--- src/hw/multDiv_consts.svh ---
`ifndef MULTDIV_CONSTS_SVH
`define MULTDIV_CONSTS_SVH

// operand and result width
`define MD_WIDTH 32

// operand bits retired per pipeline stage, radix 4
`define MD_RADIX_BITS 2

// iterative stages, the same for multiply and divide
`define MD_STAGES (`MD_WIDTH / `MD_RADIX_BITS)

// request to result, stage chain plus the output register
`define MD_LATENCY (`MD_STAGES + 1)

`endif

--- src/hw/multDivPkg.sv ---
`default_nettype none
`include "multDiv_consts.svh"

package multDivPkg;

	// operation tag carried alongside the data
	typedef enum logic [1:0] {
		opNone = 2'd0,
		opMult = 2'd1,
		opDiv = 2'd2
	} mdOp_t;

	// booth accumulator
	// hi holds the running partial product with two guard bits
	// lo starts as the multiplier and ends as the low product word
	typedef struct packed {
		logic [`MD_WIDTH+1:0] hi;
		logic [`MD_WIDTH-1:0] lo;
	} boothAcc_t;

	// divisor multiple, room for three times the largest magnitude
	typedef logic [`MD_WIDTH+1:0] divMult_t;

endpackage

`default_nettype wire

--- src/hw/pipeControl.sv ---
`default_nettype none
`include "multDiv_consts.svh"

module pipeControl
	import multDivPkg::*;
(
	input wire logic clk,
	input wire logic rstN,
	input wire logic ctrlMult,
	input wire logic ctrlDiv,
	input wire logic divZero,
	input wire logic quotNeg,
	output mdOp_t lastOp,
	output logic lastDivZero,
	output logic lastQuotNeg
);

	// one slot per stage, slot i sits beside the output of stage i
	mdOp_t opTag [`MD_STAGES];
	logic divZeroTag [`MD_STAGES];
	logic quotNegTag [`MD_STAGES];
	mdOp_t startOp;
	logic startDiv;

	always_comb begin
		if (ctrlMult) begin
			startOp = opMult;
		end else if (ctrlDiv) begin
			startOp = opDiv;
		end else begin
			startOp = opNone;
		end
		// division flags only mean something for a divide
		startDiv = (startOp == opDiv);
	end

	always_ff @(posedge clk) begin
		if (!rstN) begin
			for (int i = 0; i < `MD_STAGES; i++) begin
				opTag[i] <= opNone;
				divZeroTag[i] <= 1'b0;
				quotNegTag[i] <= 1'b0;
			end
		end else begin
			opTag[0] <= startOp;
			divZeroTag[0] <= divZero & startDiv;
			quotNegTag[0] <= quotNeg & startDiv;
			for (int i = 1; i < `MD_STAGES; i++) begin
				opTag[i] <= opTag[i-1];
				divZeroTag[i] <= divZeroTag[i-1];
				quotNegTag[i] <= quotNegTag[i-1];
			end
		end
	end

	assign lastOp = opTag[`MD_STAGES-1];
	assign lastDivZero = divZeroTag[`MD_STAGES-1];
	assign lastQuotNeg = quotNegTag[`MD_STAGES-1];

	// the requester may start only one operation per cycle
	oneStartAtATime: assert property (@(posedge clk) disable iff (!rstN)
		!(ctrlMult && ctrlDiv));

	// flags sixteen slots downstream still belong to a divide
	flagsOnDivOnly: assert property (@(posedge clk) disable iff (!rstN)
		(lastDivZero || lastQuotNeg) |-> (lastOp == opDiv));

endmodule

`default_nettype wire

--- config.mk ---
export PLATFORM = sky130hd
export DESIGN_NAME = pipeControl
export DESIGN_NICKNAME = d
export VERILOG_FILES = /design/src/hw/multDivPkg.sv /design/src/hw/pipeControl.sv
export VERILOG_INCLUDE_DIRS = /design/src /design/src/hw
export SDC_FILE = /design/constraint.sdc
export NUM_CORES = 1
export LEC_CHECK = 0
export ABC_AREA = 1
export BUFFER_PORTS_ARGS = -buffer_cell sky130_fd_sc_hd__buf_2
export CAP_MARGIN = 30
export CORE_MARGIN = 4
export CORE_UTILIZATION = 45
export DETAILED_ROUTE_END_ITERATION = 12
export PLACE_DENSITY = 0.73
export SLEW_MARGIN = 40
export SYNTH_ARGS = -nofsm -noshare
export SYNTH_HDL_FRONTEND = slang
export SYNTH_SLANG_ARGS = --single-unit
--- constraint.sdc ---
create_clock -name clk -period 1.9 [get_ports clk]
set_clock_uncertainty 0.1 [all_clocks]
set_input_delay 0.095 -clock clk [delete_from_list [all_inputs] [get_ports clk]]
set_output_delay 0.095 -clock clk [all_outputs]
set_load 0.1 [all_outputs]
; Yosys cells after proc, flatten, opt, wreduce, memory -nomap -nowiden
; Memory sizes are Yosys's and may differ from the RTL's.
; Index checks and enable logic that the tools add are counted.
[word_totals]
n_memories = 3
regBits = 0
out_inout_bits = 4
mem_bits_rw = 64
inputBits = 6
elab_cells = 106
[memory_table]
columns = name, depth, word_bits, read_ports, rd_ports_with_merged_regs, wr, line
row1 = opTag, 16, 2, 16, 0, 16, pipeControl.sv:19  ; mdOp_t opTag [`MD_STAGES];
row2 = divZeroTag, 16, 1, 16, 0, 16, pipeControl.sv:20  ; logic divZeroTag [`MD_STAGES];
row3 = quotNegTag, 16, 1, 16, 0, 16, pipeControl.sv:21  ; logic quotNegTag [`MD_STAGES];
[classes]
bitwise_logic = 50
n_eq_ne = 1
muxes = 52
[op_table]
columns = op, count
row1 = OR 1 bit, 48
row2 = two-way mux 2 bit, 18
row3 = two-way mux 1 bit, 34
row4 = bitwise AND 1 bit, 2
row5 = equality test 2 bit (second input constant), 1

; Logic depth before layout (Yosys ltp)
[depth]
ltp_word = 5
mapped_depth = 4
ltp_nobuf = 3

; Worst setup path after synthesis
; No wires, ideal clock.
[synth_timing]
path_type = reg2out
from = memory divZeroTag[15][0] (netlist: divZeroTag[1][7])
to = output port lastDivZero
t_arrival_ps = 909
required_ps = 1705
slack_ps = 796
path_stages_with_launch = 1
n_path_buf = 0
cell_sequence = dfxtp_1
[synth_lines]
columns = item, line
row1 = start: declaration, pipeControl.sv:20
row2 = end: declaration, pipeControl.sv:14  ; output logic lastDivZero,

==> impl_metrics.tcl <==
set metrics [dict create \
    post_cts_buffers 0 \
    grt_pass1_vias 964 \
    rsz0062_at_grt "false" \
    cts_made_buffers 9 \
    die-area_mm2 0.005218 \
    final_cells 275 \
    async_reset_ff_frac 0 \
    synth-edff-count 0 \
    met3_usage 0.07895 \
    hold_path.class "primary input to register" \
    synth_area_leaders "dfxtp_1, inv_1, nand2_1" \
    min_period_ns 1.397 \
    ctsHoldBuffers 6 \
    layout-drive-gt1-share 0.1111 \
    antenna_left 0 \
    yosys-top-cells-count "inv_1, dfxtp_1, nand2_1" \
    grt_pass1_wl_um 3919 \
    r2r_slack_ns 1.28 \
    finalCritPeriodShare 0.7350 \
    grt_overflow 0 \
    rr_endpoint "quotNegTag[0][1]" \
    setup_viol_count_final 0 \
    worstMarginPinSlew_ns 0.5148 \
    place_area_mm2 0.001894 \
    die_h_um 72.24 \
    clk_pin_slew_ns 0.06 \
    initial_core_util 0.4642 \
    io_buffers 9 \
    synth_top_area_share 0.6900 \
    fin_nets 226 \
    crit_arrival_ns 1.57 \
    worstHoldStart "rstN" \
    rr_startpoint "quotNegTag[0][0]" \
    powerDensity_mw_per_mm2 1196 \
    hold_slack_ns 0.1289 \
    grt_use_met1 0.1049 \
    diodes 0 \
    grt_util_met2 0.1587 \
    rows 23 \
    min_path_cells 3 \
    area_growth_pct 16.98 \
    vdd_ir_drop_max_mv 0.9466 \
    leakagePower_nw 1.385 \
    post-route-util 0.5430 \
    worstSkewPairLatency_ns 0.33 \
    grt_usage 0.1043 \
    place_congestion 0.6433 \
    ys_seq_area_frac 0.6900 \
    synthCells 202 \
    dr.pass1.iters 4 \
    grt_antenna_before_repair 0 \
    r2r_cells 2 \
    crit_path_start_kind "primary input" \
    yosys_warnings 0 \
    setup-tns-final_ns 0 \
    drv_cap 0 \
    core_mm2 0.004000 \
    outcome "completed" \
    hold_violations 0 \
    htreeDepth 3 \
    syn_nets 208 \
    stdcell_area_mm2 0.002172 \
    dp_hpwl_um 1182 \
    required_ns 2.07 \
    syn_avg_cell_area_um2 9.192 \
    yosysTopAreaCell "dfxtp_1" \
    grt_max_degree 33 \
    holdPathEnd "divZeroTag[0][5]" \
    synth_seq_cells 64 \
    critPathCaptureType "register" \
    dp_cells 253 \
    cts_tree "done" \
    syn-cell-area_mm2 0.001857 \
    fmax_mhz 716.1 \
    drc_errors 0 \
    cts_resized 0 \
    grt-busiest-layer "met2" \
    cts-root-buf "clkbuf_8" \
    yosysMostFrequentCell "inv_1" \
    wirelength_um 2149 \
    vias_per_cell 3.775 \
    vias 1038 \
    slew_headroom 0.6568 \
    path_max_fanout 3 \
    synth_cell_types 7 \
    first_iter_violations 38 \
    die_w_um 72.24 \
    synth_ff_type "dfxtp_1" \
    report.final.slew_viol_count 0 \
    ioPinCount 10 \
    wire_per_inst_um 7.815 \
    cts_max_path_buffers 2 \
    crit_type "primary input to register" \
    cts.sinks 64 \
]
placed cells by master, fill, tap and decap left out:
| master | instances |
|---|---|
| clkbuf_1 | 1 |
| inv_1 | 65 |
| clkbuf_8 | 13 |
| buf_12 | 1 |
| buf_2 | 9 |
| nand2_1 | 61 |
| bufinv_16 | 1 |
| nor2_1 | 2 |
| dfxtp_1 | 64 |
| nand3_1 | 1 |
| clkinv_2 | 1 |
| dlygate4sd3_1 | 6 |
state kept, by name, indices dropped and copies added, names as in the netlist:
signal,cells
opTag,32
divZeroTag,16
quotNegTag,16
cell families (layout without fill, tap and decap cells):
group / after synthesis / after routing / synth area share
buf+inv: 74 / 97 / 0.1799
simple gates: 64 / 64 / 0.1301
flops: 64 / 64 / 0.6900
per-layer routing:
metal / wire length, um / vias up
li1: - / 574
met1: 960 / 441
met2: 992 / 19
met3: 155 / 4
met4: 40 / 0
met5: 0 / -
worst max path at each step:
stage | from | endpoint | slack [ns]
after floorplan | divZeroTag[1][7] | lastDivZero | 0.80
after global placement | rstN | opTag[3][3] | 0.85
after global routing | ctrlMult | quotNegTag[0][0] | 0.43
after CTS | ctrlMult | divZeroTag[0][0] | 0.54
after detailed placement | rstN | opTag[0][2] | 0.84
final | ctrlMult | quotNegTag[0][0] | 0.50
per-stage QoR:
step | total power [W] | setup WS [ns]
finish | 0.002597 | 0.5035
CTS | 0.002632 | 0.5376
global route | 0.002721 | 0.4316
floorplan | 0.001418 | 0.7960
global placement | 0.001418 | 0.8452
detailed placement | 0.001418 | 0.8411
cell type report:
type	instances	area [um2]
Clock buffer	14	182.7
Clock inverter	2	35.03
Fill cell	359	1828
Inverter	65	244.0
Multi-Input combinational cell	64	241.5
Sequential cell	64	1281
Tap cell	50	62.56
Timing Repair Buffer	16	125.1
worst max-delay path, cell delays in order:
cell and delay, ns:
dlygate4sd3_1 0.53, buf_2 0.13, inv_1 0.05, nand3_1 0.09, nor2_1 0.12, dlygate4sd3_1 0.56
report_power, final:
part           switching [W]  leakage [nW]  internal [W]
logic              0.0000251         0.756     0.0000190
registers         0.00000206         0.516       0.00135
clock network       0.000454         0.113      0.000747
total               0.000481          1.39       0.00212
(Power assumes the default switching activity.)
