## src/hw/multDiv_consts.svh

```systemverilog
`ifndef MULTDIV_CONSTS_SVH
`define MULTDIV_CONSTS_SVH

// operand and result width
`define MD_WIDTH 32

// operand bits retired per pipeline stage, radix 4
`define MD_RADIX_BITS 2

// iterative stages, the same for multiply and divide
`define MD_STAGES (`MD_WIDTH / `MD_RADIX_BITS)

// request to result, stage chain plus the output register
`define MD_LATENCY (`MD_STAGES + 1)

`endif

```

## src/hw/multDivPkg.sv

```systemverilog
`default_nettype none
`include "multDiv_consts.svh"

package multDivPkg;

	// operation tag carried alongside the data
	typedef enum logic [1:0] {
		opNone = 2'd0,
		opMult = 2'd1,
		opDiv = 2'd2
	} mdOp_t;

	// booth accumulator
	// hi holds the running partial product with two guard bits
	// lo starts as the multiplier and ends as the low product word
	typedef struct packed {
		logic [`MD_WIDTH+1:0] hi;
		logic [`MD_WIDTH-1:0] lo;
	} boothAcc_t;

	// divisor multiple, room for three times the largest magnitude
	typedef logic [`MD_WIDTH+1:0] divMult_t;

endpackage

`default_nettype wire

```

## src/hw/resultStage.sv

```systemverilog
`default_nettype none
`include "multDiv_consts.svh"

module resultStage
	import multDivPkg::*;
(
	input wire logic clk,
	input wire logic rstN,
	input wire mdOp_t lastOp,
	input wire logic lastDivZero,
	input wire logic lastQuotNeg,
	input wire boothAcc_t acc,
	input wire logic [`MD_WIDTH-1:0] quotMag,
	output logic [`MD_WIDTH-1:0] result,
	output logic exception,
	output logic resultRdy
);

	logic mulOverflow;
	logic [`MD_WIDTH-1:0] quotSigned;

	always_comb begin
		// upper product bits must all copy the sign of the low word
		mulOverflow = (acc.hi != {(`MD_WIDTH+2){acc.lo[`MD_WIDTH-1]}});
		quotSigned = lastQuotNeg ? -quotMag : quotMag;
	end

	always_ff @(posedge clk) begin
		if (!rstN) begin
			result <= '0;
			exception <= 1'b0;
			resultRdy <= 1'b0;
		end else begin
			resultRdy <= (lastOp != opNone);
			case (lastOp)
				opMult: begin
					result <= acc.lo;
					exception <= mulOverflow;
				end
				opDiv: begin
					if (lastDivZero) begin
						result <= '0;
						exception <= 1'b1;
					end else begin
						result <= quotSigned;
						exception <= 1'b0;
					end
				end
				// idle slot
				default: begin
					result <= '0;
					exception <= 1'b0;
				end
			endcase
		end
	end

endmodule

`default_nettype wire

```

## config.mk

```make
export PLATFORM = sky130hd
export DESIGN_NAME = resultStage
export DESIGN_NICKNAME = d
export VERILOG_FILES = /design/src/hw/multDivPkg.sv /design/src/hw/resultStage.sv
export VERILOG_INCLUDE_DIRS = /design/src /design/src/hw
export SDC_FILE = /design/constraint.sdc
export NUM_CORES = 1
export LEC_CHECK = 0
export ABC_AREA = 1
export BUFFER_PORTS_ARGS = -buffer_cell sky130_fd_sc_hd__buf_4
export CAP_MARGIN = 0
export CORE_ASPECT_RATIO = 1.25
export CORE_MARGIN = 1
export CORE_UTILIZATION = 50
export CTS_BUF_LIST = sky130_fd_sc_hd__clkbuf_4
export DETAILED_ROUTE_END_ITERATION = 10
export GPL_TIMING_DRIVEN = 0
export PLACE_DENSITY_LB_ADDON = 0.12
export SLEW_MARGIN = 20
export SYNTH_ARGS = -nofsm -noshare
export SYNTH_HDL_FRONTEND = slang
export SYNTH_SLANG_ARGS = --single-unit
```

## constraint.sdc

```tcl
create_clock -name clk -period 2.75 [get_ports clk]
set_input_delay 0.55 -clock clk [delete_from_list [all_inputs] [get_ports clk]]
set_output_delay 0.55 -clock clk [all_outputs]
set_load 0.01 [all_outputs]
```

# Word level (Yosys, flattened, before mapping)
# Cells that the tools add are included.
[totals]
register_bits = 34
inputBits = 104
output_inout_bits = 34
elab_cells = 13
[classes]
addsub = 1
n_eq_ne = 3
n_mux = 5
n_reduce_logical = 1
[op_table]
columns = ["operator", "count"]
rows = [
  ["2-to-1 mux 32 bit", 2],
  ["case mux 32 bit (2 select lines)", 1],
  ["!= test 34 bit", 1],
  ["negator 32 bit", 1],
  ["== test 2 x 1 -> 1 bit, second input constant", 1],
  ["== test 2 bit, second input constant", 1],
  ["case mux 1 bit (2 select lines)", 1],
  ["nonzero test 2 bit", 1],
  ["2-to-1 mux 1 bit", 1],
]

# Longest topological paths before layout
[depth]
word_depth = 4
mapped_depth = 10
depth_no_buf = 10

# Worst setup path before layout
# Ideal clock, no wire load.
[synth_timing]
path_type = "input-to-reg"
start = "input port quotMag[0]"
end = "register result[22]"
setup_time_ps = 70
arrival_time_ps = 1531
t_required_ps = 2680
path_slack_ps = 1148
stages = 10
n_path_buf = 0
path_cell_list = "inv_2 -> ha_1 -> nand3_4 -> nor2_4 -> nand2_1 -> nand2_2 -> nand3_1 -> nand2_1 -> nand3_1 -> a21oi_1"
[synth_between]
elab_chain_len = 4
[synth_rtl]
columns = ["element", "line", "text"]
rows = [
  ["start, declared", "resultStage.sv:13", "input wire logic [`MD_WIDTH-1:0] quotMag,"],
  ["negator 32 bit", "resultStage.sv:25", "quotSigned = lastQuotNeg ? -quotMag : quotMag;"],
  ["2-to-1 mux 32 bit", "resultStage.sv:25", ""],
  ["2-to-1 mux 32 bit", "resultStage.sv:41", "if (lastDivZero) begin"],
  ["case mux 32 bit (2 select lines)", "resultStage.sv:35", "case (lastOp)"],
  ["end signal, assigned", "resultStage.sv:37", "result <= acc.lo;"],
  ["end signal, assigned", "resultStage.sv:45", "result <= quotSigned;"],
  ["end, declared", "resultStage.sv:14", "output logic [`MD_WIDTH-1:0] result,"],
]
# No other way between the ends.
# A chain may end at the register's enable or synchronous reset.

# Worst setup path in the final report
[layout_timing]
start = "input port lastOp[1]"
end = "register result[0]"
[layout_between]
elab_chain_len = 2
elab_cells_between_ends = 3
cone_classes = "eq/ne (2); mux (1)"
[layout_rtl]
columns = ["element", "line", "text"]
rows = [
  ["start, declared", "resultStage.sv:9", "input wire mdOp_t lastOp,"],
  ["== test 2 bit or == test 2 x 1 -> 1 bit (tied branches)", "resultStage.sv:35", ""],
  ["case mux 32 bit (2 select lines) (*)", "resultStage.sv:35", ""],
]
# Mark *: on every way between the ends. The rest lies on a longest branch, timed or not.

==> impl_metrics.yaml <==
run_status:
  outcome: "completed"
place:
  hpwl_um: 6680
  port_buffers: 136
  place_congestion: 0.947
  dpl_cell_area_mm2: 0.00359
power:
  vdd_ir_drop_max_uv: 227
  p_total_mw: 1.16
  powerDensity_mw_per_mm2: 318
  p_leak_nw: 1.74
detailed_routing:
  drt_pre_antenna_iters: 5
  via_per_inst: 5.29
  antenna_left: 0
  drt-total-wl_um: 8320
  routed-via-count: 3325
  route.detailed.drc: 0
  wl_per_cell_um: 13.2
  drt_iter0_markers: 137
cts:
  cts_num_sinks: 34
  cts_tree: "built"
  cts_setup_buffers: 0
  cts-resized-gates: 0
  ctsRootBufferMaster: "clkbuf_4"
  cts_buffers: 5
  clk_path_buf_depth: 2
  cts_hold_buffers: 0
  htree_levels: 2
  clkTransAtPathRegs_ns: 0.11
grt:
  grt_max_degree: 11
  grt_pass1_wl_um: 12800
  grt_overflow_total: 0
  grt_pass1_vias: 3051
  antenna_found_initial: 0
  track_usage_pct: 31.2
timing:
  final_hold_viol_count: 0
  max_freq_mhz: 590
  holdWs_ns: 0.415
  rsz0062_at_grt: "false"
  period_share_pct: 61.6
  setup_viol: 0
  slew_viol_final: 0
  fin_setup_tns_ns: 0
  fin_crit_ns: 1.69
  tightest_slew_ns: 0.666
  slew_headroom_pct: 55.6
layout:
  syn_to_final_growth_pct: 46.0
  final_cell_mix: "138 x buf_4, 119 x nand2_1, 70 x nor2_1"
  fill_cells: 411
  utilization_pct: 76.5
  final_area_mm2: 0.00365
  regArea_um2: 681
  layout_commonest_cell: "buf_4"
  diodes: 0
  num-nets-final: 675
  drive_above_1_share_pct: 31.5
  multiInputGateArea_mm2: 0.00161
worst_setup_path:
  cp_slowest_cell: "clkbuf_1"
  critPathKind: "primary input to flip-flop"
  crit_path_max_incr_delay_ns: 0.55
  cpMostUsedCell: "clkbuf_1"
  path_max_fanout: 10
  cp-start-kind: "primary input"
  worstPathRequired_ns: 3.02
  crit_chain: "buf_4, inv_1, ha_1, clkbuf_1, clkbuf_1, nand2_1, a21oi_1"
  worstSetupEndpointType: "flip-flop"
  crit_arrival_ns: 1.97
synth:
  syn_area_mm2: 0.00250
  syn_avg_cell_area_um2: 5.89
  synth_seq_area_share_pct: 27.3
  yosys_warnings: 0
  synth_nets: 532
  synth.distinct_cells: 29
  synth_cells: 424
  yosys_register_bits: 34
die:
  die_area_mm2: 0.00528
  fp.dieW_um: 65.2
  start_util_pct: 52.4
  core-area_mm2: 0.00476
  die_height_um: 81.0
  boundaryPins: 138
  num_rows: 28
run:
  max-cap-violations: 0
min_path:
  hp-class: "primary input to flip-flop"
layer usage:
layer / up-vias / track usage, % / wire length [um]
met5: - / 0 / 0
met4: 0 / 16.1 / 327
met3: 26 / 6.74 / 757
met2: 155 / 59.6 / 4250
met1: 1481 / 31.1 / 2980
li1: 1663 / - / -
power by group:
group / internal, mW / switching (mW)
Combinational: 0.174 / 0.190
Sequential: 0.508 / 0.00403
Clock: 0.106 / 0.178
cell families (layout without fill, tap and decap cells):
logic type	after synthesis	after routing	synth area share (%)
compound gates	58	58	12.4
fa+ha+maj	4	4	2.00
buf+inv	51	195	8.17
flops	34	34	27.3
simple gates	277	277	50.2
Yosys cell counts:
| master | count | area share [%] |
|---|---|---|
| nand2_1 | 119 | 18 |
| nor2_1 | 70 | 11 |
| nand3_1 | 43 | 8.6 |
| a21oi_1 | 37 | 7.4 |
| dfxtp_1 | 34 | 27 |
| inv_1 | 31 | 4.7 |
| o21ai_1 | 13 | 2.6 |
| nand4_1 | 11 | 2.8 |
| clkbuf_1 | 8 | 1.2 |
| nor2_2 | 8 | 2.0 |
| nand2_2 | 7 | 1.8 |
| inv_2 | 6 | 0.90 |
| nand3b_1 | 5 | 1.5 |
| buf_2 | 4 | 0.80 |
| ha_1 | 4 | 2.0 |
| nor3_1 | 4 | 0.80 |
| nand2_4 | 3 | 1.4 |
| nor2_4 | 3 | 1.4 |
| a32oi_1 | 2 | 0.70 |
| buf_4 | 2 | 0.60 |
| o21ai_0 | 2 | 0.40 |
| a22oi_1 | 1 | 0.30 |
| a2bb2oi_1 | 1 | 0.35 |
| nand3_2 | 1 | 0.40 |
| nand3_4 | 1 | 0.70 |
| nor2b_1 | 1 | 0.25 |
| o21ai_2 | 1 | 0.35 |
| o21bai_1 | 1 | 0.30 |
| or2_1 | 1 | 0.25 |
stage by stage:
stage,instances,worst slack (ns)
detailed placement,620,0.713
CTS,628,1.07
finish,628,1.06
global placement,620,0.847
floorplan,424,1.15
global route,628,0.923
final timing paths:
| check | startpoint | cells past startpoint | slack [ns] | endpoint |
|---|---|---|---|---|
| worst min-delay path | rstN | 3 | 0.42 | resultRdy$_SDFF_PN0_ |
| worst max-delay path | lastOp[1] | 7 | 1.06 | result[0]$_SDFF_PN0_ |
sequential cells by signal, summed over array words and instances, names as in the netlist:
signal / count
resultRdy: 1
exception: 1
result: 32
critical path, delay by kind of cell:
family	cells	cell delay, ns
adders and majority gates	1	0.14
buffers and inverters	4	0.97
AOI/OAI and AO/OA	1	0.18
and+or+nand+nor	1	0.12
layout make-up:
| cell class | instances | share of cell area, % |
|---|---|---|
| tap | 60 | 2.06 |
| timing repair buffer | 136 | 28.0 |
| clock inverter | 2 | 0.240 |
| inverter | 37 | 3.81 |
| buffer | 14 | 1.78 |
| sequential | 34 | 18.7 |
| multi-input combinational | 339 | 44.2 |
| clock buffer | 6 | 1.23 |
Power figures use the tool's default switching activity.
