File: src/hw/multDiv_consts.svh
`ifndef MULTDIV_CONSTS_SVH
`define MULTDIV_CONSTS_SVH

// operand and result width
`define MD_WIDTH 32

// operand bits retired per pipeline stage, radix 4
`define MD_RADIX_BITS 2

// iterative stages, the same for multiply and divide
`define MD_STAGES (`MD_WIDTH / `MD_RADIX_BITS)

// request to result, stage chain plus the output register
`define MD_LATENCY (`MD_STAGES + 1)

`endif

File: src/hw/multDivPkg.sv
`default_nettype none
`include "multDiv_consts.svh"

package multDivPkg;

	// operation tag carried alongside the data
	typedef enum logic [1:0] {
		opNone = 2'd0,
		opMult = 2'd1,
		opDiv = 2'd2
	} mdOp_t;

	// booth accumulator
	// hi holds the running partial product with two guard bits
	// lo starts as the multiplier and ends as the low product word
	typedef struct packed {
		logic [`MD_WIDTH+1:0] hi;
		logic [`MD_WIDTH-1:0] lo;
	} boothAcc_t;

	// divisor multiple, room for three times the largest magnitude
	typedef logic [`MD_WIDTH+1:0] divMult_t;

endpackage

`default_nettype wire

File: src/hw/divSetup.sv
`default_nettype none
`include "multDiv_consts.svh"

module divSetup
	import multDivPkg::*;
(
	input wire logic [`MD_WIDTH-1:0] operandA,
	input wire logic [`MD_WIDTH-1:0] operandB,
	output logic [`MD_WIDTH-1:0] dividendMag,
	output divMult_t divisorX1,
	output divMult_t divisorX2,
	output divMult_t divisorX3,
	output logic divZero,
	output logic quotNeg
);

	logic [`MD_WIDTH-1:0] divisorMag;

	always_comb begin
		// magnitudes, the minimum integer stays 0x80000000 read unsigned
		dividendMag = operandA[`MD_WIDTH-1] ? -operandA : operandA;
		divisorMag = operandB[`MD_WIDTH-1] ? -operandB : operandB;

		divisorX1 = {2'b00, divisorMag};
		divisorX2 = {1'b0, divisorMag, 1'b0};
		// three times, one adder
		divisorX3 = divisorX1 + divisorX2;

		divZero = (operandB == '0);
		quotNeg = operandA[`MD_WIDTH-1] ^ operandB[`MD_WIDTH-1];
	end

endmodule

`default_nettype wire

File: config.mk
export PLATFORM = sky130hd
export DESIGN_NAME = divSetup
export DESIGN_NICKNAME = d
export VERILOG_FILES = /design/src/hw/multDivPkg.sv /design/src/hw/divSetup.sv
export VERILOG_INCLUDE_DIRS = /design/src /design/src/hw
export SDC_FILE = /design/constraint.sdc
export NUM_CORES = 1
export LEC_CHECK = 0
export ABC_AREA = 1
export BUFFER_PORTS_ARGS = -buffer_cell sky130_fd_sc_hd__buf_2
export CAP_MARGIN = 10
export CORE_MARGIN = 10
export CORE_UTILIZATION = 50
export DETAILED_ROUTE_END_ITERATION = 7
export PLACE_DENSITY = 0.9
export RECOVER_POWER = 50
export SLEW_MARGIN = 10
export SYNTH_ARGS = -nofsm -noshare
export SYNTH_HDL_FRONTEND = slang
export SYNTH_SLANG_ARGS = --single-unit
File: constraint.sdc
create_clock -name vclk -period 4.88
set_input_delay 0.488 -clock vclk [all_inputs]
set_output_delay 0.488 -clock vclk [all_outputs]
set_load 0.005 [all_outputs]
# Word level (Yosys, flattened, before mapping)
# Cells that the tools add are included.
# totals
regBits,0
latch_bits,0
ram_bits,0
romBits,0
input_bits,64
mem_count,0
# classes
addsub,3
mul,0
n_div,0
n_lt_le_gt_ge,0
n_eq_ne,0
n_shift,0
n_mux,2
bitwise,1
n_reduce_logical,1
# ops
operator,count
two-way mux 32 bit,2
negator 32 bit,2
adder 32 x 33 -> 34 bit,1
logical NOT 32 bit,1
XOR 1 bit,1

# Logic depth before layout (Yosys ltp)
# Gate-level depths: netlist of run 1.
# depth
word_depth,3
depth_mapped,21

# Least setup slack after synthesis of run 1
# Ideal clock, no wire load.
# synth_timing
path_kind,in2out
from,in operandB[31]
to,out divisorX3[25]
arrival_time_ps,3041
path_slack_ps,1351
stages,19
path_buffers,2
cell_sequence,buf_2 buf_2 o21ai_0 ha_1 inv_1 fa_1 o21ai_1 nand2_1 nand3_1 nand2_1 nand3_2 nand2_2 o21ai_4 nand2_2 nand2_2 nand2_2 nand2_1 nand2_1 nand2_1
# synth_via
elab_chain_len,2
# synth_lines
element,line_no,rtl
"start, declared",divSetup.sv:8,"input wire logic [`MD_WIDTH-1:0] operandB,"
two-way mux 32 bit,divSetup.sv:22,divisorMag = operandB[`MD_WIDTH-1] ? -operandB : operandB;
named net divisorX1[1],divSetup.sv:10,"output divMult_t divisorX1,"
adder 32 x 33 -> 34 bit,divSetup.sv:27,divisorX3 = divisorX1 + divisorX2;
"end, declared",divSetup.sv:12,"output divMult_t divisorX3,"
# The timed path passes the listed nets, and every way through them passes these cells.

# Final worst setup path of run 1
# layout_timing
from,in operandB[0]
to,out divisorX3[33]
# layout_via
elab_chain_len,3
# layout_lines
element,line_no
negator 32 bit,divSetup.sv:22
two-way mux 32 bit (*),divSetup.sv:22
adder 32 x 33 -> 34 bit (*),divSetup.sv:27
# Every way passes the cells marked *; elsewhere a longest branch is shown, timed or not.

==> results of run 1 <==
[layer usage]
layer	vias up	global-route usage (%)
met1	2193	24.5
met2	218	39.3
met4	0	3.90
li1	2536	-
met5	-	0
met3	22	6.20
[per-stage QoR]
| step | hold WS (ns) | instances | setup slack [ns] | total power, mW | utilization [%] |
|---|---|---|---|---|---|
| 2_1_floorplan | 1.01 | 696 | 1.35 | 0.571 | - |
| 3_3_place_gp | 1.19 | 952 | 0.834 | 0.855 | 62.4 |
| 3_5_place_dp | 1.19 | 952 | 0.784 | 0.867 | 62.4 |
| 4_1_cts | 1.19 | 952 | 0.768 | 0.871 | 62.4 |
| 5_1_grt | 1.21 | 952 | 0.200 | 0.962 | 61.0 |
| 6_report | 1.20 | 954 | 0.610 | 0.858 | 61.1 |
[area by class of cell]
cell class         count  area (um2)
diodes                 2        5.00
fillers              803        3020
inverters             94         353
multi-input cells    556        3320
well taps            102         128
repair buffers       200         938
[kinds of logic (layout without fill, tap and decap cells)]
kind of cell,count (synthesis),in the layout,synth area share [%]
adders and majority gates,35,35,11.1
and+or+nand+nor,357,357,43.2
buffers and inverters,140,294,16.8
AOI/OAI and AO/OA,85,85,12.1
xor gates and xnor gates,75,75,16.7
other,1,6,0.0934
[synthesized netlist by cell type (2+ instances only)]
cell      instances
nor2_2            9
nand3b_1          4
nand3_2           8
a41oi_1           2
nand2_4           6
nor3_2            2
buf_4            39
o21bai_1          2
nand3_1          37
clkbuf_1          4
xnor2_1          21
inv_1            85
nand2_1         148
o21ai_0          22
a211oi_1          3
a31oi_1           7
inv_2             8
nor4_1            7
nor2_4            3
nand2_2          18
xor2_1           52
ha_1             34
a21oi_1          38
or2_2             6
nand4_1          18
nor2_1           73
buf_2             2
o21ai_1           6
nor3_1           14
[worst paths after layout]
kind | from | end | cells past startpoint | slack, ns
hold / removal | operandA[0] | dividendMag[0] | 2 | 1.20
setup / recovery | operandB[0] | divisorX3[33] | 19 | 0.61
[power by group through the flow]
stage	combinational [mW]	sequential [mW]	clock (mW)
after detailed placement	0.867	0	0
final	0.858	0	0.0000000551
after floorplan	0.571	0	0
after CTS	0.871	0	0
after global placement	0.855	0	0
after global routing	0.962	0	0
==> impl_results.md, run 1 <==
- Worst Setup End Kind: primary output
- CP Cell Sequence: clkbuf_1 > inv_1 > ha_1 > nand3_1 > nor2_8 > nand3_2 > nor3_1 > nand2_1 > nand2_1 > o21ai_0 > xor2_1 > ha_1 > a21oi_1 > o21ai_0 > a21oi_1 > nor2_1 > a211oi_1 > o21ai_1 > buf_2
- Grt ovf: 0
- Routed metal-1 wirelength: 5300 um
- Vias in the first global route: 4819
- Post-CTS setup buffer count: 0
- Reg power frac: 0%
- Fin. Hold Viols: 0
- Met2 Wirelength: 6720 um
- Die width: 110 um
- Buf/Inv on CP: 3
- Most frequent cells in the layout: nand2_1 (151), buf_2 (141), inv_1 (85)
- Total core area: 0.00777 mm2
- Kind of cell adding the most delay to the critical path: simple AND/OR/NAND/NOR gates
- Maximum clock rate: 234 MHz
- Mean post-synth cell area: 5.79 um2
- CP Data Arrival Time: 3.78 ns
- Leak pwr: 2.63 nW
- Crit-path max FO: 6
- Setup_tns: 0 ns
- Worst Tran Pin Value: 0.701 ns
- Synth Cell Area: 0.00402 mm2
- Site Rows: 32
- # resized after CTS: 0
- Switching share of power: 60.5%
- Final ANT Viol Nets: 0
- Ys Warns: 0
- Seq cells: 0
- Switch Pwr: 0.519 mW
- VDD IR max: 0.0674 mV
- WL per Instance: 14.4 um
- Post-DP HPWL: 12400 um
- CP Launch Type: input port
- CLK BUF: 0
- Final-report setup violation count: 0
- RD Place Congestion: 0.952
- Worst path slowest cell: ha_1
- Top-level port count: 200
- Area Overhead vs Synth: 18.1%
- Post-route cell area: 0.00474 mm2
- Pins Over Slew Limit: 0
- Hold WC Path Type: in2out
- Layout cells sized above 1: 24.0%
- Synth top area share: 13.8%
- CP Class: in2out
- Vias: 4969
- Initial core utilization: 51.7%
- First drt pass iteration count: 5
- GR Util All Layers: 21.6%
- Nets: 951
- Top layer reached by signal wires: met4
- Tcrit/Tclk final: 87.5%
- Post-Route WL: 13800 um
- MaxCap Viol Count: 0
- Met3 WL: 1480 um
- Register area share after synthesis: 0%
- Mapped Cells: 693
- Largest net degree at the start of global routing: 29
- Die area: 0.0120 mm2
- PortBufs: 196
- Relative slew slack: 53.3%
- Status: completed
- DIE HEIGHT: 110 um
- P per Cell Area: 181 mW/mm2
- RSZ-0062 raised after global routing: false
- Area after DPL: 0.00484 mm2
- Crit path largest cell delay: 0.38 ns
- First-pass GRT wire length: 21900 um
- Minimum clock period: 4.27 ns
- Clock power frac: 0%
- Commonest non-fill, non-tap cell in the layout: nand2_1
- Drt via density: 5.21
- Comb pwr share: 100.0%
- Distinct cells, synth: 44
- Initial antenna violation count: 1
- Initial drt markers: 337
- Internal power: 0.339 mW
- Top cells by area, synth: nand2_1 (14%), xor2_1 (11%), ha_1 (11%), inv_1 (7.9%), buf_4 (7.3%)
- Storage element area: 0 um2
- CP required: 4.39 ns
- Post-CTS Hold Buffers: 0
- Largest area contributor in the netlist: nand2_1
- Drc violations: 0
(Power assumes the default switching activity.)
==> run 2: changes to the inputs <==
Settings changed: CORE_UTILIZATION 50 to 45, PLACE_DENSITY 0.9 to 0.83.
==> run 2 against run 1 <==
Effect of this change:
- sequential share of layout area stayed put
- cell area is 0.24% higher
- worst setup slack better by 0.024 ns
- non-clock buffer count stayed put
- routed wire length is 0.21% higher
- maximum frequency is 0.57% higher
- hold slack worse by 0.022 ns
- global-route usage is 2.1 points lower
- critical endpoint is now divisorX3[32]
- highest routed layer is now met5
==> impl_results.md, run 2 (synthesis gave the netlist of run 1 again) <==
- Status: completed
- Layout cells sized above 1: 24.1% (+0.12 points)
- Die width: 114 um (+4.4%)
- Worst Hold Depth: 2 (unchanged)
- Switch Pwr: 0.516 mW (-0.70%)
- Post-CTS setup buffer count: 0 (unchanged)
- Grt ovf: 0 (unchanged)
- First drt pass iteration count: 5 (unchanged)
- DIE HEIGHT: 114 um (+4.4%)
- Post-route cell area: 0.00475 mm2 (+0.24%)
- Maximum clock rate: 236 MHz (+0.57%)
- Initial antenna violation count: 3 (+2)
- Minimum clock period: 4.25 ns (-0.0243 ns)
- Die area: 0.0131 mm2 (+9.0%)
- Switching share of power: 60.3% (-0.21 points)
- M2 GR Usage: 35.7% (-3.6 points)
- Setup_tns: 0 ns (unchanged)
- Drt via density: 5.09 (-2.2%)
- GR Util All Layers: 19.5% (-2.1 points)
- Min-delay src: operandA[0]
- Hold WC Path Type: in2out
- Dpl cells: 958 (+0.63%)
- MaxCap Viol Count: 0 (unchanged)
- Top-level port count: 200 (unchanged)
- Clock power frac: 0% (unchanged)
- Fin. Hold Viols: 0 (unchanged)
- RSZ-0062 raised after global routing: false
- First-pass GRT wire length: 22000 um (+0.22%)
- VDD IR max: 0.0601 mV (-11%)
- Most frequent cells in the layout: nand2_1 (150), buf_2 (141), inv_1 (85)
- Crit-path max FO: 6 (unchanged)
- P per Cell Area: 180 mW/mm2 (-0.58%)
- Tcrit/Tclk final: 87.0% (-0.50 points)
- Drc violations: 0 (unchanged)
- Area after DPL: 0.00485 mm2 (+0.15%)
- Leak pwr: 2.63 nW (+0.18%)
- CP Data Arrival Time: 3.76 ns (-0.02 ns)
- Dpl ws: 0.770 ns (-0.0145 ns)
- Post-Route WL: 13800 um (+0.21%)
- Storage element area: 0 um2 (unchanged)
- CP required: 4.39 ns (about the same)
- Pins Over Slew Limit: 0 (unchanged)
- Initial drt markers: 256 (-24%)
- WL per Instance: 14.4 um (-0.42%)
- Relative slew slack: 50.5% (-2.8 points)
- Final worst slack: 0.634 ns (+0.0243 ns)
- CLK BUF: 0 (unchanged)
- Largest net degree at the start of global routing: 29 (unchanged)
- GRT Max-Usage Layer: met2
- Site Rows: 34 (+6.3%)
- Worst Setup SP: operandB[0]
- Fin cells: 960 (+0.63%)
- Post-DP HPWL: 12400 um (+0.17%)
- Met1 Usage GRT: 21.4% (-3.2 points)
- Area Overhead vs Synth: 18.4%
- Seq cells: 0 (unchanged)
- Final-report setup violation count: 0 (unchanged)
- CP Launch Type: input port
- Initial core utilization: 46.0% (-5.7 points)
- Comb pwr share: 100.0% (about the same)
- Internal power: 0.340 mW (+0.20%)
- Reg power frac: 0% (unchanged)
- Post-CTS Hold Buffers: 0 (unchanged)
- PortBufs: 196 (unchanged)
- Total core area: 0.00872 mm2 (+12%)
- CP Class: in2out
- Final ANT Viol Nets: 0 (unchanged)
- # resized after CTS: 0 (unchanged)
- Worst min-delay path endpoint: dividendMag[0]
- Worst Setup End Kind: primary output
- Vias in the first global route: 4749 (-1.5%)
- GR Util met3: 6.66% (+0.45 points)
- Nets: 951 (unchanged)
- Commonest non-fill, non-tap cell in the layout: nand2_1
- RD Place Congestion: 0.989 (+3.9%)
- Worst Tran Pin Value: 0.743 ns (+0.0416 ns)
- Vias: 4889 (-1.6%)
run 2: cell counts in the layout (fill, tap and decap cells not counted):
Identical to the previous run, type by type.
run 2: power groups by stage:
stage	clock network, mW	registers (mW)	logic, mW
2_1_floorplan	0	0	0.571
3_3_place_gp	0	0	0.860
3_5_place_dp	0	0	0.867
4_1_cts	0	0	0.871
5_1_grt	0	0	0.960
6_report	0.0000000548	0	0.855
run 2: worst max path at each step:
stage | end | slack, ns | cells past startpoint
detailed placement | divisorX3[32] | 0.77 | 20
floorplan | divisorX3[25] | 1.35 | 19
global route | divisorX3[32] | 0.22 | 20
global placement | divisorX3[32] | 0.81 | 19
CTS | divisorX3[32] | 0.76 | 20
finish | divisorX3[32] | 0.63 | 19
run 2: critical path: stages:
cell	delay, ns
clkbuf_1	0.12
inv_1	0.09
ha_1	0.19
nand3_1	0.23
nor2_8	0.22
nand3_2	0.11
nor3_1	0.19
nand2_1	0.11
nor2_1	0.18
nor2_1	0.07
xor2_1	0.33
ha_1	0.36
a21oi_1	0.22
o21ai_0	0.15
a211oi_1	0.34
nand3_1	0.11
nand2_1	0.07
nand2_1	0.04
buf_2	0.12
run 2: layer usage:
layer / wire length [um] / part of all wire (%)
met5: 11 / 0.080
met4: 248 / 1.8
met1: 5330 / 39
met2: 6760 / 49
met3: 1440 / 10
run 2: layout make-up:
cell class	instances	area, um2
Timing Repair Buffer	200	940
Inverter	94	353
Multi-Input combinational cell	556	3320
Antenna cell	2	5.00
Tap cell	108	135
Fill cell	950	3970
run 2: stage by stage:
stage / power [mW] / hold WS (ns) / util (%)
global placement: 0.860 / 1.16 / 55.6
detailed placement: 0.867 / 1.17 / 55.6
CTS: 0.871 / 1.17 / 55.6
global route: 0.960 / 1.19 / 54.5
floorplan: 0.571 / 1.01 / -
finish: 0.855 / 1.17 / 54.5
