--- src/hw/multDiv_consts.svh ---
`ifndef MULTDIV_CONSTS_SVH
`define MULTDIV_CONSTS_SVH

// operand and result width
`define MD_WIDTH 32

// operand bits retired per pipeline stage, radix 4
`define MD_RADIX_BITS 2

// iterative stages, the same for multiply and divide
`define MD_STAGES (`MD_WIDTH / `MD_RADIX_BITS)

// request to result, stage chain plus the output register
`define MD_LATENCY (`MD_STAGES + 1)

`endif

--- src/hw/multDivPkg.sv ---
`default_nettype none
`include "multDiv_consts.svh"

package multDivPkg;

	// operation tag carried alongside the data
	typedef enum logic [1:0] {
		opNone = 2'd0,
		opMult = 2'd1,
		opDiv = 2'd2
	} mdOp_t;

	// booth accumulator
	// hi holds the running partial product with two guard bits
	// lo starts as the multiplier and ends as the low product word
	typedef struct packed {
		logic [`MD_WIDTH+1:0] hi;
		logic [`MD_WIDTH-1:0] lo;
	} boothAcc_t;

	// divisor multiple, room for three times the largest magnitude
	typedef logic [`MD_WIDTH+1:0] divMult_t;

endpackage

`default_nettype wire

--- src/hw/divStage.sv ---
`default_nettype none
`include "multDiv_consts.svh"

module divStage
	import multDivPkg::*;
(
	input wire logic clk,
	input wire logic rstN,
	input wire divMult_t remIn,
	input wire logic [`MD_WIDTH-1:0] dividendIn,
	input wire logic [`MD_WIDTH-1:0] quotIn,
	input wire divMult_t divisorX1,
	input wire divMult_t divisorX2,
	input wire divMult_t divisorX3,
	output divMult_t remOut,
	output logic [`MD_WIDTH-1:0] dividendOut,
	output logic [`MD_WIDTH-1:0] quotOut,
	output divMult_t divisorX1Out,
	output divMult_t divisorX2Out,
	output divMult_t divisorX3Out
);

	divMult_t remShift;
	// one extra bit on top catches the borrow
	logic [`MD_WIDTH+2:0] diff1;
	logic [`MD_WIDTH+2:0] diff2;
	logic [`MD_WIDTH+2:0] diff3;
	divMult_t remNext;
	logic [1:0] digit;

	always_comb begin
		// remainder stays below the divisor, so its top two bits are zero
		remShift = {remIn[`MD_WIDTH-1:0], dividendIn[`MD_WIDTH-1 -: `MD_RADIX_BITS]};

		// all three trials at once
		diff1 = {1'b0, remShift} - {1'b0, divisorX1};
		diff2 = {1'b0, remShift} - {1'b0, divisorX2};
		diff3 = {1'b0, remShift} - {1'b0, divisorX3};

		// largest multiple that still fits wins
		if (!diff3[`MD_WIDTH+2]) begin
			digit = 2'd3;
			remNext = diff3[`MD_WIDTH+1:0];
		end else if (!diff2[`MD_WIDTH+2]) begin
			digit = 2'd2;
			remNext = diff2[`MD_WIDTH+1:0];
		end else if (!diff1[`MD_WIDTH+2]) begin
			digit = 2'd1;
			remNext = diff1[`MD_WIDTH+1:0];
		end else begin
			digit = 2'd0;
			remNext = remShift;
		end
	end

	always_ff @(posedge clk) begin
		if (!rstN) begin
			remOut <= '0;
			dividendOut <= '0;
			quotOut <= '0;
			divisorX1Out <= '0;
			divisorX2Out <= '0;
			divisorX3Out <= '0;
		end else begin
			remOut <= remNext;
			dividendOut <= dividendIn << `MD_RADIX_BITS;
			quotOut <= {quotIn[`MD_WIDTH-3:0], digit};
			divisorX1Out <= divisorX1;
			divisorX2Out <= divisorX2;
			divisorX3Out <= divisorX3;
		end
	end

	// holds only if every earlier stage also left a remainder below the divisor
	remBelowDivisor: assert property (@(posedge clk) disable iff (!rstN)
		(divisorX1 != '0) |-> (remNext < divisorX1));

endmodule

`default_nettype wire

--- config.mk ---
export PLATFORM = sky130hd
export DESIGN_NAME = divStage
export DESIGN_NICKNAME = d
export VERILOG_FILES = /design/src/hw/multDivPkg.sv /design/src/hw/divStage.sv
export VERILOG_INCLUDE_DIRS = /design/src /design/src/hw
export SDC_FILE = /design/constraint.sdc
export NUM_CORES = 1
export LEC_CHECK = 0
export BUFFER_PORTS_ARGS = -buffer_cell sky130_fd_sc_hd__buf_2
export CAP_MARGIN = 20
export CORE_MARGIN = 4
export CORE_UTILIZATION = 50
export DETAILED_ROUTE_END_ITERATION = 10
export HOLD_SLACK_MARGIN = 0.08
export PLACE_DENSITY = 0.8
export SYNTH_ARGS = -nofsm -noshare
export SYNTH_HDL_FRONTEND = slang
export SYNTH_SLANG_ARGS = --single-unit
--- constraint.sdc ---
create_clock -name clk -period 3.55 [get_ports clk]
set_input_delay 0.355 -clock clk [delete_from_list [all_inputs] [get_ports clk]]
set_output_delay 0.355 -clock clk [all_outputs]
set_load 0.005 [all_outputs]
* Word-level counts from Yosys, hierarchy flattened
Cells that the tools add are included.
Operators by class: $add $sub $neg 3, multiplexer cells 6
Operator list (number):
- 34-bit by 34-bit subtractor with 35-bit output | 3
- 34-bit two-way mux | 3
- 2-bit two-way mux | 2
- 1-bit two-way mux | 1
Storage, ports and cells: register bits after elaboration 200, input port bits 202, output and inout port bits 200, word-level logic and storage cells 16

* Logic depth before layout (Yosys ltp)
Gate-level depths: netlist of the first run.
depth in word-level cells 4, depth in mapped cells 16, gate-level depth less buffers 14

* Worst setup path before layout of the first run
Ideal clock, no wire load.
path type in2reg, start point in dividendIn[30], end point reg remOut[32], library setup time 126 ps, arrival 3183 ps, required time 3424 ps, slack 241 ps, stages 15, path buffers 1, cell sequence inv_1 ha_1 inv_1 fa_1 a21o_1 a21o_1 a2111oi_2 nor3_1 o211ai_1 nand2_1 a31oi_2 clkbuf_1 nor2_1 a311oi_1 o22ai_1
Between the ends: longest elaborated chain between the ends 4, elaborated cells on any way between the ends 6, those cells by class add/sub (3); mux (3)
RTL lines:
- start, declared | line divStage.sv:10 | input wire logic [`MD_WIDTH-1:0] dividendIn,
- 34-bit by 34-bit subtractor with 35-bit output | line divStage.sv:36 | diff1 = {1'b0, remShift} - {1'b0, divisorX1};
- 34-bit two-way mux | line divStage.sv:47 | end else if (!diff1[`MD_WIDTH+2]) begin
- 34-bit two-way mux | line divStage.sv:44 | end else if (!diff2[`MD_WIDTH+2]) begin
- 34-bit two-way mux (*) | line divStage.sv:41 | if (!diff3[`MD_WIDTH+2]) begin
- end signal, assigned | line divStage.sv:65 | remOut <= remNext;
- end, declared | line divStage.sv:15 | output divMult_t remOut,
Every way passes the cells marked *; elsewhere a longest branch is shown, timed or not. A chain may end at the register's enable or synchronous reset.

* Worst setup path in the final report of the first run
start point in dividendIn[30], end point reg remOut[7]
The elaborated chain is that of the path after synthesis.

==> results.cfg, run 1 <==
[hold_path]
hp-start = quotIn[20]
hp-class = in -> reg

[die]
dieArea_mm2 = 0.02613
core_mm2 = 0.02292
die_w_um = 161.6
die_y_um = 161.6
num_rows = 55
ios = 402
start_util_pct = 51.51

[final_layout]
fin_area_mm2 = 0.01493
finalNetCount = 2108
layout.cells.non_filler = 2127
diodes = 0
multiInputGateArea_mm2 = 0.007136
final_layout_size_suffix_gt1_share_pct = 28.34
fillers = 2006
syn_to_final_growth_pct = 26.48
register_area_mm2 = 0.003964

[pwr]
p_leak_nw = 7.689
peakVddDrop_uv = 312.2
power.total_mw = 6.387
powerDensity_mw_per_mm2 = 427.8

[placement]
post-place-cells = 2095
dp.final_hpwl_um = 30730
io_buffers = 395
post-place-ws_ns = -0.1923
placedInstanceArea_mm2 = 0.01433
gp_congestion = 0.9337

[setup_path]
end_kind = flip-flop
startpoint = dividendIn[30]
cp_max_fo = 16
cp.arrival_ns = 3.67
crit_chain = buf_2, inv_1, ha_1, inv_1, fa_1, a21o_1, a21o_1, a2111oi_2, nor3_1, o211ai_1, nand2_1, a31oi_4, buf_12, nor2_1, a311o_1, a21boi_0
critPathTopFamily = compound AO/OA/AOI/OAI gates
start_kind = input port
cp.required_ns = 3.91
cpMaxStageDelayCell = a2111oi_2
critPathBufInv = 4
slowest_delay_ns = 0.43
crit_type = in -> reg

[clocking]
holdBufCountCts = 0
cts.sink_count = 198
cts_buffers = 17
cts_resized = 0
cts_root_buf = clkbuf_16
htreeDepth = 4
clk_path_buf_depth = 2
clk_pin_slew_ns = 0.09
cts_tree = yes
postCtsSetupRepairBufs = 0

[yosys]
synth.avg_cell_area_um2 = 8.474
synthTopCellsByArea = dfxtp_1 (34%), ha_1 (11%), and2_1 (9.1%), a21oi_1 (4.2%), xnor2_1 (4.2%)
netlist_instances = 1393
yosys.area.top_type_share_pct = 33.58
ys_warn_count = 0
yosysSeqAreaShare_pct = 33.58
synth.distinct_cells = 80
syn-cell-area_mm2 = 0.01180
synthArstFlopShare_pct = 0
ys_ff_latch = 198
synth_common_cells = dfxtp_1 (198), and2_1 (171), inv_1 (123), ha_1 (102), nand2_1 (101)
synth-edff-count = 0
yosysMostFrequentCell = dfxtp_1
synth_ff_type = dfxtp_1
yosys.area.top_type = dfxtp_1

[detailed_routing]
firstDrtPassIters = 6
drc = 0
antenna_left = 0
routed_via_density = 5.426
vias = 11542
drt_iter0_markers = 1138
routed_wl_um = 38480
routedWlPerCell_um = 18.09

[sta]
tightest_slew_ns = 0.6799
hold_viol = 0
setup_viol = 0
fmax_ghz = 0.3021
slew_headroom_pct = 54.19
setup_slack_ns = 0.2401
grt_setup_unrepaired = false
min_period_over_period_pct = 93.24
finalCriticalPeriod_ns = 3.310
drv_slew = 0

[grt]
grt_pass1_wl_um = 58910
grt_max_degree = 173
grt_use_total_pct = 28.08
grt_pass1_vias = 11415
grt_overflow = 0
antenna_found_initial = 2

[job]
cap_violations = 0

[outcome]
status = complete, no violations
==> flip-flops by register name (all words and copies together) (netlist names) <==
signal,flops
dividendOut,30
divisorX1Out,34
divisorX2Out,34
divisorX3Out,34
quotOut,32
remOut,34
==> cell usage in the layout, fill, tap and decap left out, types with 5 or more instances in the layout <==
cell type | synthesis | routed
buf_2 | 10 | 394
dfxtp_1 | 198 | 198
and2_1 | 171 | 171
inv_1 | 123 | 123
ha_1 | 102 | 102
nand2_1 | 101 | 101
a21oi_1 | 100 | 100
nor2_1 | 73 | 73
xnor2_1 | 56 | 56
a21o_1 | 51 | 51
o21ai_0 | 49 | 49
buf_4 | 2 | 41
xor2_1 | 30 | 30
nand3_1 | 21 | 21
nor3_1 | 19 | 19
clkbuf_16 | 0 | 17
nand2b_1 | 16 | 16
o211ai_1 | 15 | 15
o22ai_1 | 13 | 13
o21a_1 | 12 | 12
a311o_1 | 12 | 12
a31oi_1 | 12 | 12
nand4_1 | 11 | 11
a211oi_1 | 11 | 11
o21bai_1 | 10 | 10
a21boi_0 | 9 | 9
and3_1 | 8 | 8
a21boi_2 | 8 | 8
or2_2 | 6 | 6
a211o_1 | 6 | 6
nor2b_1 | 5 | 5
and4_1 | 5 | 5
a31o_2 | 5 | 5
a311oi_1 | 5 | 5
o31ai_1 | 5 | 5
buf_12 | 1 | 5
==> per-stage QoR <==
stage	utilization [%]	hold WS, ns	setup TNS (ns)
finish	65.15	0.1074	0
global route	65.15	0.09415	0
CTS	65.15	0.1024	0
detailed placement	62.54	0.5648	-3.054
global placement	62.54	0.5599	-0.01334
floorplan	-	0.4767	0
==> power breakdown <==
group | switching [mW] | total, mW | internal (mW)
sequential | 0.0450 | 2.43 | 2.39
clock | 1.03 | 1.99 | 0.959
combinational | 1.08 | 1.96 | 0.886
==> layer usage <==
layer	part of all wire [%]	vias to the layer above	wire length (um)	global-route usage [%]
li1	-	5625	-	-
met2	50	501	19120	50.76
met1	39	5320	15140	32.79
met5	0.062	-	24	0
met3	7.6	92	2910	5.920
met4	3.4	4	1294	10.11
==> layout make-up <==
class,count,area share (%)
repair buffers,440,15.94
clock inverters,15,1.148
multi-input cells,1021,47.80
clock buffers,17,2.849
inverters,123,3.093
well taps,313,2.623
flip-flops and latches,198,26.55
==> final timing paths <==
| path | to | slack (ns) | cells after the start |
|---|---|---|---|
| worst max-delay path | remOut[7] | 0.24 | 16 |
| worst min-delay path | quotOut[22] | 0.11 | 2 |
==> logic make-up (layout without fill, tap and decap cells) <==
kind of cell               after synthesis  count (layout)  synth area share [%]
and+or+nand+nor                        453             453                 20.26
adders and majority gates              105             105                 11.32
xor gates and xnor gates                86              86                 6.381
muxes                                    8               8                0.7314
other                                    1               2               0.03177
AOI/OAI and AO/OA                      367             367                 21.62
DFF                                    198             198                 33.58
buffers and inverters                  175             595                 6.074
Power figures use the tool's default switching activity.
==> run 2, diff against run 1 <==
--- a/config.mk
+++ b/config.mk
@@ -6,7 +6,7 @@
 export SDC_FILE = /design/constraint.sdc
 export NUM_CORES = 1
 export LEC_CHECK = 0
-export BUFFER_PORTS_ARGS = -buffer_cell sky130_fd_sc_hd__buf_2
+export BUFFER_PORTS_ARGS = -buffer_cell sky130_fd_sc_hd__buf_4
 export CAP_MARGIN = 20
 export CORE_MARGIN = 4
 export CORE_UTILIZATION = 50
==> run 2 against run 1 <==
  * Worst setup slack better by 0.048 ns
  * Count of clock-buffer cells in the layout up 1
  * Clock power about the same
  * Via count up 0.72%
  * Final area up 6.4%
  * Global-route usage up 0.62 points
  * First-iteration DRC count down 14%
  * Die area unchanged
  * Core utilization up 4.2 points
  * Critical endpoint is now remOut[6]
  * Largest cell class unchanged
==> results.cfg, run 2 (synthesis results as in run 1) <==
[clocking]
cts_root_buf = clkbuf_16
cts.sink_count = 198
clk_path_buf_depth = 2
cts_buffers = 17
clk_pin_slew_ns = 0.08
postCtsSetupRepairBufs = 0
htreeDepth = 4
holdBufCountCts = 0
cts_tree = yes
cts_resized = 0

[pwr]
switchingPower_mw = 2.152
p_comb_share_pct = 32.2
p_leak_nw = 7.925
switching_share_pct = 33.02
peakVddDrop_uv = 272.3
powerDensity_mw_per_mm2 = 410.2
power_frac_clock_pct = 30.3
p_int_mw = 4.365
seqPwrFrac_pct = 37.5

[placement]
placedInstanceArea_mm2 = 0.01531
post-place-ws_ns = -0.1897
io_buffers = 395
gp_congestion = 0.9399
dp.final_hpwl_um = 31190

[sta]
grt_setup_unrepaired = false
drv_slew = 0
finalCriticalPeriod_ns = 3.262
slew_headroom_pct = 45.80
hold_slack_ns = 0.1133
setup_viol = 0
tightest_slew_ns = 0.8129
fmax_ghz = 0.3066
min_period_over_period_pct = 91.89
setup_slack_ns = 0.2880
hold_viol = 0

[final_layout]
final_layout_size_suffix_gt1_share_pct = 28.28
fillers = 1889
finalNetCount = 2108
diodes = 0
final_util_pct = 69.31
mostFrequentLayoutCell = buf_4
layout_common_cells = buf_4 (436), dfxtp_1 (198), and2_1 (171), inv_1 (123), ha_1 (102)
register_area_mm2 = 0.003964
syn_to_final_growth_pct = 34.57
multiInputGateArea_mm2 = 0.007136
fin_area_mm2 = 0.01588

[detailed_routing]
vias = 11625
routedWlPerCell_um = 18.49
antenna_left = 0
drt_iter0_markers = 982
routed_wl_um = 39330
drc = 0
routed_via_density = 5.465
firstDrtPassIters = 6

[setup_path]
cp.arrival_ns = 3.63
cp_max_fo = 38
cpMaxStageDelayCell = fa_1
cp.required_ns = 3.92
end_kind = flip-flop
start_kind = input port
endpoint = remOut[6]
startpoint = dividendIn[30]
slowest_delay_ns = 0.40
crit_chain = buf_4, inv_1, ha_1, inv_1, fa_1, a21o_1, a21o_1, a2111oi_2, nor3_1, o211ai_1, nand2_1, a31oi_4, buf_12, nor2_1, a311o_1, a21boi_0
crit_type = in -> reg

[grt]
grt_overflow = 0
grt_use_total_pct = 28.70
antenna_found_initial = 0
grt_pass1_vias = 11361
grt_pass1_wl_um = 59980
grt_max_degree = 104

[die]
num_rows = 55
die_y_um = 161.6
start_util_pct = 51.51
die_w_um = 161.6
ios = 402
core_mm2 = 0.02292
dieArea_mm2 = 0.02613

[job]
cap_violations = 0

[outcome]
status = complete, no violations

[hold_path]
hp-class = in -> reg
-- run 2: cell count changes in the layout (fill, tap and decap cells not counted), sizes merged --
cell | previous run | this run
clkbuf | 17 | 18
clkinvlp | 1 | 0
-- run 2: through the flow --
stage / power [mW] / TNS (ns) / instances
2_1_floorplan: 3.698 / 0 / 1394
3_3_place_gp: 4.524 / -0.4905 / 2095
3_5_place_dp: 4.560 / -3.719 / 2095
4_1_cts: 6.526 / 0 / 2127
5_1_grt: 6.840 / 0 / 2127
6_report: 6.516 / 0 / 2127
-- run 2: worst min-delay path by stage --
stage	startpoint	end	slack, ns	depth (start not counted)
global route	quotIn[24]	quotOut[26]	0.10	2
floorplan	divisorX1[10]	divisorX1Out[10]	0.48	1
global placement	quotIn[29]	quotOut[31]	0.56	2
detailed placement	dividendIn[3]	dividendOut[5]	0.57	2
finish	quotIn[22]	quotOut[24]	0.11	2
CTS	quotIn[22]	quotOut[24]	0.10	2
-- run 2: final cells by class --
class	count	share of cell area [%]
flip-flops and latches	198	24.95
well taps	313	2.466
clock inverters	14	0.9374
repair buffers	440	21.11
clock buffers	18	2.702
inverters	123	2.907
multi-input cells	1021	44.92
-- run 2: worst max-delay path, delay by kind of cell --
kind                       cells  cell delay [ns]
and+or+nand+nor                3             0.39
AOI/OAI and AO/OA              7             1.76
adders and majority gates      2             0.58
buffers and inverters          4             0.51
-- run 2: per-layer routing --
layer / wire length, um / GRT usage, %
met5: 0 / 0
met4: 1548 / 10.96
met3: 3427 / 6.762
met2: 19150 / 50.38
met1: 15200 / 34.06
-- run 2: power groups by stage --
| stage | Clock, mW | Combinational (mW) | Sequential [mW] |
|---|---|---|---|
| floorplan | 0 | 1.19 | 2.50 |
| global route | 2.10 | 2.28 | 2.46 |
| global placement | 0 | 2.03 | 2.49 |
| finish | 1.97 | 2.10 | 2.45 |
| CTS | 2.00 | 2.08 | 2.45 |
| detailed placement | 0 | 2.06 | 2.50 |
